File: src/design/stream_pkg.sv
package stream_pkg;

    // Sample and link widths
    localparam int SAMPLE_W = 16;
    localparam int BYTE_W = 8;

    // The buffer depth has to stay a power of two
    localparam int FIFO_DEPTH = 8;
    localparam int PTR_W = $clog2(FIFO_DEPTH);

    // Number of accepted samples that make up one frame
    localparam int FRAME_LEN = 6;

    localparam int DROP_W = 16;

    typedef logic [SAMPLE_W-1:0] sample_t;
    typedef logic [BYTE_W-1:0] byte_t;

    // Pointers carry one extra wrap bit so full and empty can be told apart
    typedef logic [PTR_W:0] fifo_ptr_t;
    typedef logic [PTR_W:0] fifo_level_t;

    typedef logic [2:0] frame_pos_t;

    // Saturates at its maximum value
    typedef logic [DROP_W-1:0] drop_count_t;

    // Serializer holds at most one sample
    typedef enum logic [1:0] {
        SER_EMPTY,
        SER_HIGH,
        SER_LOW
    } ser_state_t;

endpackage

File: src/design/byte_serializer.sv
`timescale 1ns/1ps

module byte_serializer import stream_pkg::*; (
    input  logic    clk_i,
    input  logic    reset_ni,

    // Sample side, from the buffer
    input  sample_t rd_data_i,
    input  logic    rd_user_i,
    input  logic    rd_last_i,
    input  logic    rd_valid_i,
    output logic    rd_ready_o,

    // Byte side, to the link
    output byte_t   byte_o,
    output logic    byte_user_o,
    output logic    byte_last_o,
    output logic    byte_valid_o,
    input  logic    byte_ready_i
);

    ser_state_t state;
    sample_t    held_data;
    logic       held_user;
    logic       held_last;
    logic       load;

    // A new sample can come in while the low byte leaves
    assign rd_ready_o = (state == SER_EMPTY) || ((state == SER_LOW) && byte_ready_i);
    assign load = rd_valid_i && rd_ready_o;

    always_ff @(posedge clk_i) begin
        if (!reset_ni) begin
            state <= SER_EMPTY;
        end else begin
            case (state)
                SER_EMPTY: begin
                    if (rd_valid_i) begin
                        state <= SER_HIGH;
                    end
                end
                SER_HIGH: begin
                    if (byte_ready_i) begin
                        state <= SER_LOW;
                    end
                end
                SER_LOW: begin
                    if (byte_ready_i) begin
                        state <= rd_valid_i ? SER_HIGH : SER_EMPTY;
                    end
                end
                default: state <= SER_EMPTY;
            endcase
        end
    end

    always_ff @(posedge clk_i) begin
        if (load) begin
            held_data <= rd_data_i;
            held_user <= rd_user_i;
            held_last <= rd_last_i;
        end
    end

    // High byte goes first and carries the frame start mark
    assign byte_valid_o = (state != SER_EMPTY);
    assign byte_o = (state == SER_HIGH) ? held_data[SAMPLE_W-1 -: BYTE_W]
                                        : held_data[BYTE_W-1:0];
    assign byte_user_o = (state == SER_HIGH) && held_user;
    assign byte_last_o = (state == SER_LOW) && held_last;

endmodule

File: src/design/sample_framer.sv
`timescale 1ns/1ps

module sample_framer import stream_pkg::*; (
    input  logic        clk_i,
    input  logic        reset_ni,

    input  sample_t     sample_i,
    input  logic        sample_valid_i,

    input  logic        full_i,
    output sample_t     wr_data_o,
    output logic        wr_user_o,
    output logic        wr_last_o,
    output logic        wr_en_o,

    output drop_count_t drop_count_o
);

    frame_pos_t  frame_pos;
    drop_count_t drop_count;
    logic        accept;
    logic        drop;
    logic        pos_last;

    // A strobe is either written to the buffer or dropped, never both
    assign accept = sample_valid_i && !full_i;
    assign drop = sample_valid_i && full_i;

    assign pos_last = (frame_pos == frame_pos_t'(FRAME_LEN - 1));

    // The buffer trusts wr_en and never checks full on its own
    assign wr_en_o = accept;
    assign wr_data_o = sample_i;
    assign wr_user_o = (frame_pos == '0);
    assign wr_last_o = pos_last;

    // Position only moves on samples that really enter the buffer
    always_ff @(posedge clk_i) begin
        if (!reset_ni) begin
            frame_pos <= '0;
        end else if (accept) begin
            if (pos_last) begin
                frame_pos <= '0;
            end else begin
                frame_pos <= frame_pos + 1'b1;
            end
        end
    end

    // Counter sticks at all ones once it gets there
    always_ff @(posedge clk_i) begin
        if (!reset_ni) begin
            drop_count <= '0;
        end else if (drop && (drop_count != '1)) begin
            drop_count <= drop_count + 1'b1;
        end
    end

    assign drop_count_o = drop_count;

endmodule

File: src/design/sample_stream_top.sv
`timescale 1ns/1ps

module sample_stream_top import stream_pkg::*; (
    input  logic        clk_i,
    input  logic        reset_ni,

    // Sample source
    input  sample_t     sample_i,
    input  logic        sample_valid_i,

    // Byte-wide link
    output byte_t       byte_o,
    output logic        byte_user_o,
    output logic        byte_last_o,
    output logic        byte_valid_o,
    input  logic        byte_ready_i,

    // Status
    output fifo_level_t fifo_level_o,
    output drop_count_t drop_count_o
);

    sample_t wr_data;
    logic    wr_user;
    logic    wr_last;
    logic    wr_en;
    logic    full;

    sample_t rd_data;
    logic    rd_user;
    logic    rd_last;
    logic    rd_valid;
    logic    rd_ready;

    sample_framer sample_framer_inst (
        .clk_i          (clk_i),
        .reset_ni       (reset_ni),
        .sample_i       (sample_i),
        .sample_valid_i (sample_valid_i),
        .full_i         (full),
        .wr_data_o      (wr_data),
        .wr_user_o      (wr_user),
        .wr_last_o      (wr_last),
        .wr_en_o        (wr_en),
        .drop_count_o   (drop_count_o)
    );

    stream_fifo stream_fifo_inst (
        .clk_i      (clk_i),
        .reset_ni   (reset_ni),
        .wr_data_i  (wr_data),
        .wr_user_i  (wr_user),
        .wr_last_i  (wr_last),
        .wr_en_i    (wr_en),
        .full_o     (full),
        .rd_data_o  (rd_data),
        .rd_user_o  (rd_user),
        .rd_last_o  (rd_last),
        .rd_valid_o (rd_valid),
        .rd_ready_i (rd_ready),
        .level_o    (fifo_level_o)
    );

    byte_serializer byte_serializer_inst (
        .clk_i        (clk_i),
        .reset_ni     (reset_ni),
        .rd_data_i    (rd_data),
        .rd_user_i    (rd_user),
        .rd_last_i    (rd_last),
        .rd_valid_i   (rd_valid),
        .rd_ready_o   (rd_ready),
        .byte_o       (byte_o),
        .byte_user_o  (byte_user_o),
        .byte_last_o  (byte_last_o),
        .byte_valid_o (byte_valid_o),
        .byte_ready_i (byte_ready_i)
    );

endmodule

File: src/design/stream_fifo.sv
`timescale 1ns/1ps

module stream_fifo import stream_pkg::*; (
    input  logic        clk_i,
    input  logic        reset_ni,

    // Write side
    input  sample_t     wr_data_i,
    input  logic        wr_user_i,
    input  logic        wr_last_i,
    input  logic        wr_en_i,
    output logic        full_o,

    // Read side with a registered output stage
    output sample_t     rd_data_o,
    output logic        rd_user_o,
    output logic        rd_last_o,
    output logic        rd_valid_o,
    input  logic        rd_ready_i,

    output fifo_level_t level_o
);

    sample_t               mem_data [FIFO_DEPTH];
    logic [FIFO_DEPTH-1:0] mem_user;
    logic [FIFO_DEPTH-1:0] mem_last;

    fifo_ptr_t         wr_ptr;
    fifo_ptr_t         rd_ptr;
    logic [PTR_W-1:0]  wr_addr;
    logic [PTR_W-1:0]  rd_addr;
    logic              empty;
    logic              stage_free;
    logic              load;

    assign wr_addr = wr_ptr[PTR_W-1:0];
    assign rd_addr = rd_ptr[PTR_W-1:0];

    // Same address with different wrap bits means the memory is full
    assign empty = (wr_ptr == rd_ptr);
    assign full_o = (wr_addr == rd_addr) && (wr_ptr[PTR_W] != rd_ptr[PTR_W]);

    always_ff @(posedge clk_i) begin
        if (!reset_ni) begin
            wr_ptr <= '0;
        end else if (wr_en_i) begin
            wr_ptr <= wr_ptr + 1'b1;
        end
    end

    always_ff @(posedge clk_i) begin
        if (wr_en_i) begin
            mem_data[wr_addr] <= wr_data_i;
            mem_user[wr_addr] <= wr_user_i;
            mem_last[wr_addr] <= wr_last_i;
        end
    end

    // The output stage can take a new entry when it is empty or being emptied
    assign stage_free = !rd_valid_o || rd_ready_i;
    assign load = !empty && stage_free;

    always_ff @(posedge clk_i) begin
        if (!reset_ni) begin
            rd_ptr <= '0;
            rd_valid_o <= 1'b0;
        end else begin
            if (load) begin
                rd_ptr <= rd_ptr + 1'b1;
            end
            // Valid drops only when the stage is accepted and nothing is left to refill it
            if (stage_free) begin
                rd_valid_o <= !empty;
            end
        end
    end

    always_ff @(posedge clk_i) begin
        if (load) begin
            rd_data_o <= mem_data[rd_addr];
            rd_user_o <= mem_user[rd_addr];
            rd_last_o <= mem_last[rd_addr];
        end
    end

    // Entries in memory plus the one waiting in the output stage
    assign level_o = fifo_level_t'(wr_ptr - rd_ptr) + fifo_level_t'(rd_valid_o);

endmodule

File: config.mk
export PLATFORM = sky130hd
export DESIGN_NAME = sample_stream_top
export DESIGN_NICKNAME = d
export VERILOG_FILES = /design/src/design/stream_pkg.sv /design/src/design/byte_serializer.sv /design/src/design/sample_framer.sv /design/src/design/sample_stream_top.sv /design/src/design/stream_fifo.sv
export SDC_FILE = /design/constraint.sdc
export NUM_CORES = 1
export LEC_CHECK = 0
export BUFFER_PORTS_ARGS = -buffer_cell sky130_fd_sc_hd__buf_4
export CAP_MARGIN = 40
export CORE_MARGIN = 2
export CORE_UTILIZATION = 65
export DETAILED_ROUTE_END_ITERATION = 10
export PLACE_DENSITY = 0.84
export SKIP_CTS_REPAIR_TIMING = 1
export SYNTH_ARGS = -nofsm -noshare
export SYNTH_HDL_FRONTEND = slang
export SYNTH_HIERARCHICAL = 1
export SYNTH_SLANG_ARGS = --single-unit
File: constraint.sdc
create_clock -name clk_i -period 11.2 [get_ports clk_i]
set_clock_uncertainty 0.1 [all_clocks]
set_input_delay 3.36 -clock clk_i [delete_from_list [all_inputs] [get_ports clk_i]]
set_output_delay 3.36 -clock clk_i [all_outputs]
set_load 0.1 [all_outputs]
; ---- Word-level counts from Yosys, hierarchy flattened
; Memories as Yosys holds them, arrays and structs flattened. A register that Yosys moved wholly into a read port is not among the register bits.
; Index checks and enable logic that the tools add are counted.
[word_totals]
reg_bits = 66
ram_bits = 128
inputBits = 20
out_inout_bits = 31
word_cells = 69
n_memories = 1
[memory_table]
columns = memory, depth, width, read_ports, rd_clocked_by_memory_dff, wr, line_no
row1 = stream_fifo_inst.mem_data, 8, 16, 1, 1, 1, stream_fifo.sv:24  ; sample_t mem_data [FIFO_DEPTH];
[classes]
n_addsub = 6
magnitude_cmp = 3
n_eq_ne = 10
n_mux = 17
reduce_logical = 19
[ops]
columns = cell, count
row1 = adder 16 x 1 -> 16 bit (second input constant), 1
row2 = bitwise mux 8 bit, 2
row3 = inequality test 16 bit (second input constant), 1
row4 = logical AND 1 bit, 10
row5 = adder 4 x 1 -> 4 bit (second input constant), 2
row6 = less-than comparator 3 x 4 -> 1 bit (second input constant), 2
row7 = 2-to-1 mux 8 bit, 1
row8 = binary-select mux 1 bit (select 3 bit), 2
row9 = 2-to-1 mux 1 bit, 6
row10 = 2-to-1 mux 2 bit, 3
row11 = inequality test 2 bit (second input constant), 3
row12 = case mux 2 bit (3 select lines), 1
row13 = adder 4 x 1 -> 4 bit, 1
row14 = == test 4 bit, 1
row15 = subtractor 4 bit, 1
row16 = adder 3 x 1 -> 3 bit (second input constant), 1
row17 = demux 1 bit (select 3 bit), 1
row18 = == test 3 bit, 1
row19 = == test 3 bit (second input constant), 1
row20 = greater-or-equal comparator 3 x 1 -> 1 bit (second input constant), 1
row21 = logical NOT 1 bit, 3
row22 = logical NOT 3 bit, 1
row23 = 2-to-1 mux 3 bit, 1
row24 = AND reduction 3 bit, 1
row25 = other kinds (6), 7

; ---- Logic depth before layout (Yosys ltp)
; Gate-level depths: netlist of the first run.
[logic_depth]
word_depth = 6
ltp_mapped = 11
ltp_nobuf = 9

; ---- Modules after synthesis
; Netlist of the first run, hierarchy kept.
[by_module_without_submodules]
columns = module, instances, cells_per_inst, area_each_um2, seq_area_each_um2
row1 = stream_fifo, 1, 336, 6556.3, 5044.8
row2 = sample_framer, 1, 127, 1112.3, 380.4
row3 = byte_serializer, 1, 43, 809.5, 580.6

; ---- Worst setup path before layout of the first run
; No wires, ideal clock.
[synth_timing]
path_type = flip-flop to output port
start = reg stream_fifo_inst.rd_ptr[1]
end = out fifo_level_o[2]
arrival_ps = 3178
t_required_ps = 7740
path_slack_ps = 4562
path_stages_with_launch = 8
n_path_buf = 2
path_cell_list = dfxtp_1 -> buf_2 -> buf_2 -> inv_1 -> ha_1 -> inv_1 -> fa_1 -> xnor2_1
[synth_via]
elab_chain_len = 2
[synth_rtl]
columns = element, line_no
row1 = start: declaration, stream_fifo.sv:29  ; fifo_ptr_t rd_ptr;
row2 = start signal: assignment, stream_fifo.sv:69  ; rd_ptr <= rd_ptr + 1'b1;
row3 = subtractor 4 bit, stream_fifo.sv:87  ; assign level_o = fifo_level_t'(wr_ptr - rd_ptr) + fifo_level_t'(rd_valid_o);
row4 = adder 4 x 1 -> 4 bit, stream_fifo.sv:87
row5 = end: declaration, sample_stream_top.sv:19  ; output fifo_level_t fifo_level_o,
; No other way between the ends.

; ---- Worst setup path after layout of the first run
[layout_timing]
start = reg stream_fifo_inst.rd_ptr[2]
end = out fifo_level_o[3]
; Same word-level chain as after synthesis.

==> flow_summary.toml, run 1 <==
[run_status]
status = "finished, final reports clean"

[layout]
area_delta_synth_final_pct = 13.0
layout-drive-gt1-share = 0.268
nNetsFinal = 588
stdcell_area_sq_um = 9580
antennaDiodeCount = 0
fillers = 698

[synthesis]
netlist_instances = 506
ys_seq_elements = 210
ys_types = 55
yosys.area.top_type_share = 0.638
synth_nets = 536
avgSynthCellArea_sq_um = 16.8
synth-warning-count = 6
yosysTopAreaCell = "edfxtp_1"
synth-edff-count = 180
syn-cell-area_sq_um = 8480
synthFlopType = "edfxtp_1"
ys_seq_area_frac = 0.708
synth.area.top_cells = "edfxtp_1 64%, mux4_2 9.6%, dfxtp_1 7.1%"
async_flop_share = 0

[hold_path]
hp-class = "reg2reg"

[critical_path]
worst_path_max_delay_cell = "dfxtp_1"
max_stage_delay_ps = 870
crit_top_cell = "ha_1"
critPathLaunchType = "flop"
end_kind = "primary output"
crit_type = "reg2out"
path_cells = "clkinv_1, ha_1, ha_1, a21oi_1, xnor2_1, buf_4"
worstPathMaxFanout = 21
cp.arrival_ps = 3690
critPathRequiredTime_ps = 7740

[clock_network]
clock_latency_ps = 500
clock_sinks = 210
clk_pin_slew_ps = 70
cts_buffer_depth = 3
cts_inserted_buffers = 21
cts_tree = "built"
clockRootBuffer = "clkbuf_16"
htreeDepth = 1

[placed_design]
dpl-instance-area_sq_um = 8950
hpwl_microns = 9430
gp_congestion = 0.848
place_ws_ps = 4550
portBuffers = 50

[global_routing]
grtUsageTotal = 0.241
overflow = 0
grt_max_degree = 41
grt_pass1_wl_microns = 25500
grt_antenna_before_repair = 0
first_global_vias = 4601

[power_and_ir_drop]
power_mw = 2.26
power-per-cell-area_nw_per_um2 = 236
vdd_ir_drop_max_mv = 0.148
p_leak_nw = 3.34

[drt]
wire_per_inst_microns = 21.8
ant_nets = 0
wl_microns = 16200
drt_first_pass_iters = 5
remaining_drc_errors = 0
drtIter0Drc = 405
vias = 4468
viasPerCell = 6.01

[floorplan]
row_count = 41
die_area_sq_um = 14000
initial_core_util = 0.669
die_w_microns = 118
core_sq_um = 12700
io_pins = 51
die_y_microns = 118

[sta]
max_freq_mhz = 140
drv_slew = 0
hold_viol_final = 0
tightestPinTransition_ps = 847
relSlewSlack = 0.434
setup_viol = 0
rsz0062_at_grt = "false"
finalSetupTns_ps = 0
setup_slack_ps = 4050
post-route-period-util = 0.639
layout_min_cycle_time_ps = 7150

[flow_run]
max_cap_viol_count = 0
==> synthesized netlist by cell type (all sizes together), types with 3 or more instances <==
| library cell | instances |
|---|---|
| a21boi | 3 |
| a21oi | 14 |
| and2 | 6 |
| and4 | 3 |
| buf | 27 |
| clkbuf | 5 |
| dfxtp | 30 |
| edfxtp | 180 |
| ha | 9 |
| inv | 12 |
| mux2 | 8 |
| mux4 | 36 |
| nand2 | 73 |
| nand2b | 8 |
| nand3 | 6 |
| nand4 | 5 |
| nor2 | 13 |
| nor2b | 5 |
| nor3 | 3 |
| o21ai | 11 |
| o31ai | 7 |
| or3 | 6 |
| or4 | 6 |
| xnor2 | 7 |
| xor2 | 3 |
==> cell usage in the layout, fill, tap and decap left out, drive strengths merged, types with 3 or more instances in the layout <==
master | synthesis | layout
and2 | 6 | 6
or4 | 6 | 6
edfxtp | 180 | 180
nor3 | 3 | 3
inv | 12 | 14
a21oi | 14 | 14
o21ai | 11 | 11
nor2b | 5 | 5
nand3 | 6 | 6
nand4 | 5 | 5
ha | 9 | 9
and4 | 3 | 3
or3 | 6 | 6
nand2 | 73 | 73
o31ai | 7 | 7
clkbuf | 5 | 27
dfxtp | 30 | 30
buf | 27 | 61
nor2 | 13 | 13
a21boi | 3 | 3
xnor2 | 7 | 7
xor2 | 3 | 3
clkinv | 1 | 6
mux4 | 36 | 36
mux2 | 8 | 8
nand2b | 8 | 8
==> routing by layer <==
layer,wire length [microns],global-route usage,up-vias
li1,-,-,2032
met1,6500,0.321,2259
met2,8540,0.418,155
met3,909,0.0362,22
met4,264,0.0700,0
met5,0,0,-
==> stage by stage <==
stage,hold WS (ps),util,std cells
after floorplan,300,-,506
after global placement,302,0.707,707
after detailed placement,305,0.707,707
after CTS,319,0.756,743
after global routing,330,0.756,743
final,318,0.756,743
==> critical path: cells and delay by family (launching register included) <==
family | cells | cell delay, ps
buffers and inverters | 2 | 1090
adder cells (fa/ha/maj) | 2 | 900
flip-flops | 1 | 870
AO/OA/AOI/OAI | 1 | 190
XOR/XNOR | 1 | 150
==> final cells by class <==
cell class	instances	area, sq um	area share
repair buffers	61	458	0.0478
inverters	13	48.8	0.00509
multi-input cells	251	2230	0.232
clock inverters	9	76.3	0.00797
flip-flops and latches	210	6010	0.627
clock buffers	27	548	0.0572
well taps	172	215	0.0225
==> state kept, by name, summed over array words and instances, names as in the netlist, 2 cells and up <==
register	count
stream_fifo_inst/mem_data	128
byte_serializer_inst/held_data	16
sample_framer_inst/drop_count_o	16
stream_fifo_inst/rd_data_o	16
stream_fifo_inst/mem_last	8
stream_fifo_inst/mem_user	8
stream_fifo_inst/rd_ptr	4
stream_fifo_inst/wr_ptr	4
sample_framer_inst/frame_pos	3
byte_serializer_inst/state	2
==> logic make-up (layout without fill, tap and decap cells) <==
kind of cell    Yosys count  count (layout)  synth area share
xor+xnor                 10              10            0.0112
simple gates            143             143            0.0900
buf+inv                  45             110            0.0308
flops                   210             210             0.708
mux                      46              46             0.112
compound gates           42              42            0.0317
fa+ha+maj                10              10            0.0156
==> power breakdown <==
part,total [mW],switching [mW],leakage (nW),internal (mW)
Sequential,0.995,0.0310,1.88,0.964
Clock,0.644,0.275,0.306,0.370
Combinational,0.619,0.421,1.15,0.198
==> path summary, 6_finish.rpt <==
check / start / endpoint / slack (ps) / cells past startpoint
worst max-delay path: stream_fifo_inst/rd_ptr[2] / fifo_level_o[3] / 4050 / 6
worst min-delay path: stream_fifo_inst/rd_user_o / byte_serializer_inst/held_user / 320 / 0
worst max register to register: stream_fifo_inst/rd_ptr[2] / stream_fifo_inst/mem_data[0][4] / 6810 / 8
worst min register to register: stream_fifo_inst/rd_user_o / byte_serializer_inst/held_user / 320 / 0
(Power assumes the default switching activity.)
==> inputs of run 2 (changes only) <==
--- a/config.mk
+++ b/config.mk
@@ -8,9 +8,9 @@
 export BUFFER_PORTS_ARGS = -buffer_cell sky130_fd_sc_hd__buf_4
 export CAP_MARGIN = 40
 export CORE_MARGIN = 2
-export CORE_UTILIZATION = 65
+export CORE_UTILIZATION = 60
 export DETAILED_ROUTE_END_ITERATION = 10
-export PLACE_DENSITY = 0.84
+export PLACE_DENSITY = 0.79
 export SKIP_CTS_REPAIR_TIMING = 1
 export SYNTH_ARGS = -nofsm -noshare
 export SYNTH_HDL_FRONTEND = slang
==> constraint.sdc (replaced) <==
create_clock -name clk_i -period 6.95 [get_ports clk_i]
set_clock_uncertainty 0.1 [all_clocks]
set_input_delay 2.085 -clock clk_i [delete_from_list [all_inputs] [get_ports clk_i]]
set_output_delay 2.085 -clock clk_i [all_outputs]
set_load 0.1 [all_outputs]
==> flow_summary.toml, run 2 (synthesized netlist as in run 1, its figures left out) <==
[placed_design]
dpl-instance-area_sq_um = 8970
hpwl_microns = 9100
dpl.cell_count = 715
gp_congestion = 0.772
place_ws_ps = 1700
portBuffers = 50

[critical_path]
crit_type = "reg2out"
reg2reg_to = "stream_fifo_inst/wr_ptr[3]"
critPathLaunchType = "flop"
end_kind = "primary output"
r2r_slack_ps = 2750
worstPathMaxFanout = 21
endpoint = "fifo_level_o[3]"
rr_worst_depth = 10
r2r-start = "stream_fifo_inst/rd_ptr[2]"
critPathRequiredTime_ps = 4760
startpoint = "stream_fifo_inst/rd_ptr[2]"
cp.arrival_ps = 3620

[drt]
viasPerCell = 5.92
drtIter0Drc = 378
wire_per_inst_microns = 20.1
wl_microns = 15100
drt_first_pass_iters = 5
vias = 4452
remaining_drc_errors = 0
ant_nets = 0

[clock_network]
clk_pin_slew_ps = 60
clock_latency_ps = 500
cts_inserted_buffers = 21
cts_tree = "built"
cts_buffer_depth = 3
clock_sinks = 210
htreeDepth = 1
clockRootBuffer = "clkbuf_16"

[layout]
largest_reg_flops = 128
area_delta_synth_final_pct = 13.2
layout-drive-gt1-share = 0.264
seq_area_sq_um = 6010
layout_commonest_cell = "edfxtp_1"
layout_common_cells = "180 x edfxtp_1, 73 x nand2_1, 60 x buf_4"
antennaDiodeCount = 0
nNetsFinal = 588
largest-register = "stream_fifo_inst/mem_data"
multi_input_area_sq_um = 2230
fillers = 871
stdcell_area_sq_um = 9600
layoutNonFillerInstCount = 752

[sta]
setup_viol = 0
max_freq_mhz = 172
tightestPinTransition_ps = 844
post-route-period-util = 0.835
hold_ws_ps = 318
finalSetupTns_ps = 0
layout_min_cycle_time_ps = 5800
drv_slew = 0
setup_slack_ps = 1150
relSlewSlack = 0.432
rsz0062_at_grt = "false"
hold_viol_final = 0

[global_routing]
grt_pass1_wl_microns = 23600
grt_max_degree = 41
overflow = 0
grt_antenna_before_repair = 0
first_global_vias = 4373
grtUsageTotal = 0.210

[flow_run]
max_cap_viol_count = 0

[floorplan]
die_w_microns = 123
initial_core_util = 0.613
die_y_microns = 123
die_area_sq_um = 15100
core_sq_um = 13800
row_count = 43
io_pins = 51

[power_and_ir_drop]
vdd_ir_drop_max_mv = 0.227
p_leak_nw = 3.34
power-per-cell-area_nw_per_um2 = 378

[run_status]
status = "finished, final reports clean"

[hold_path]
hp-class = "reg2reg"
## run 2: final cells by class
cell class                      count  share of cell area
Timing Repair Buffer               61              0.0481
Tap cell                          180              0.0235
Inverter                           13             0.00508
Clock buffer                       30              0.0624
Multi-Input combinational cell    251               0.232
Clock inverter                      7             0.00339
Sequential cell                   210               0.626
## run 2: per-stage QoR
stage                util  power (mW)
floorplan               -        2.43
global placement    0.648        2.60
detailed placement  0.649        2.63
CTS                 0.694        3.66
global route        0.694        3.77
finish              0.694        3.63
## run 2: worst max-delay path: stages, from the launching register on
cell and delay (ps):
dfxtp_1 850, clkinv_1 760, ha_1 550, ha_1 340, a21oi_1 170, xnor2_1 140
buf_4 310
## run 2: how the worst min path moves through the flow
stage                                          to                            from  cells after the start
6_report        byte_serializer_inst/held_data[8]   stream_fifo_inst/rd_data_o[8]                      0
5_1_grt            byte_serializer_inst/held_last      stream_fifo_inst/rd_last_o                      0
4_1_cts        byte_serializer_inst/held_data[13]  stream_fifo_inst/rd_data_o[13]                      0
3_5_place_dp   byte_serializer_inst/held_data[13]  stream_fifo_inst/rd_data_o[13]                      0
3_3_place_gp    byte_serializer_inst/held_data[6]   stream_fifo_inst/rd_data_o[6]                      0
2_1_floorplan   byte_serializer_inst/held_data[0]   stream_fifo_inst/rd_data_o[0]                      0
## run 2: metal layers
| layer | track usage | vias to the layer above | share of wire | wire, microns |
|---|---|---|---|---|
| met3 | 0.0367 | 18 | 0.063 | 948 |
| li1 | - | 2030 | - | - |
| met2 | 0.349 | 161 | 0.51 | 7700 |
| met5 | 0 | - | 0 | 0 |
| met1 | 0.290 | 2243 | 0.41 | 6230 |
| met4 | 0.0560 | 0 | 0.013 | 198 |
## run 2: report_power, final
group	total, mW	switching (mW)	leakage, nW	internal [mW]
clock	1.04	0.438	0.310	0.597
combinational	0.997	0.675	1.15	0.322
sequential	1.60	0.0461	1.88	1.55
total	3.63	1.16	3.34	2.47
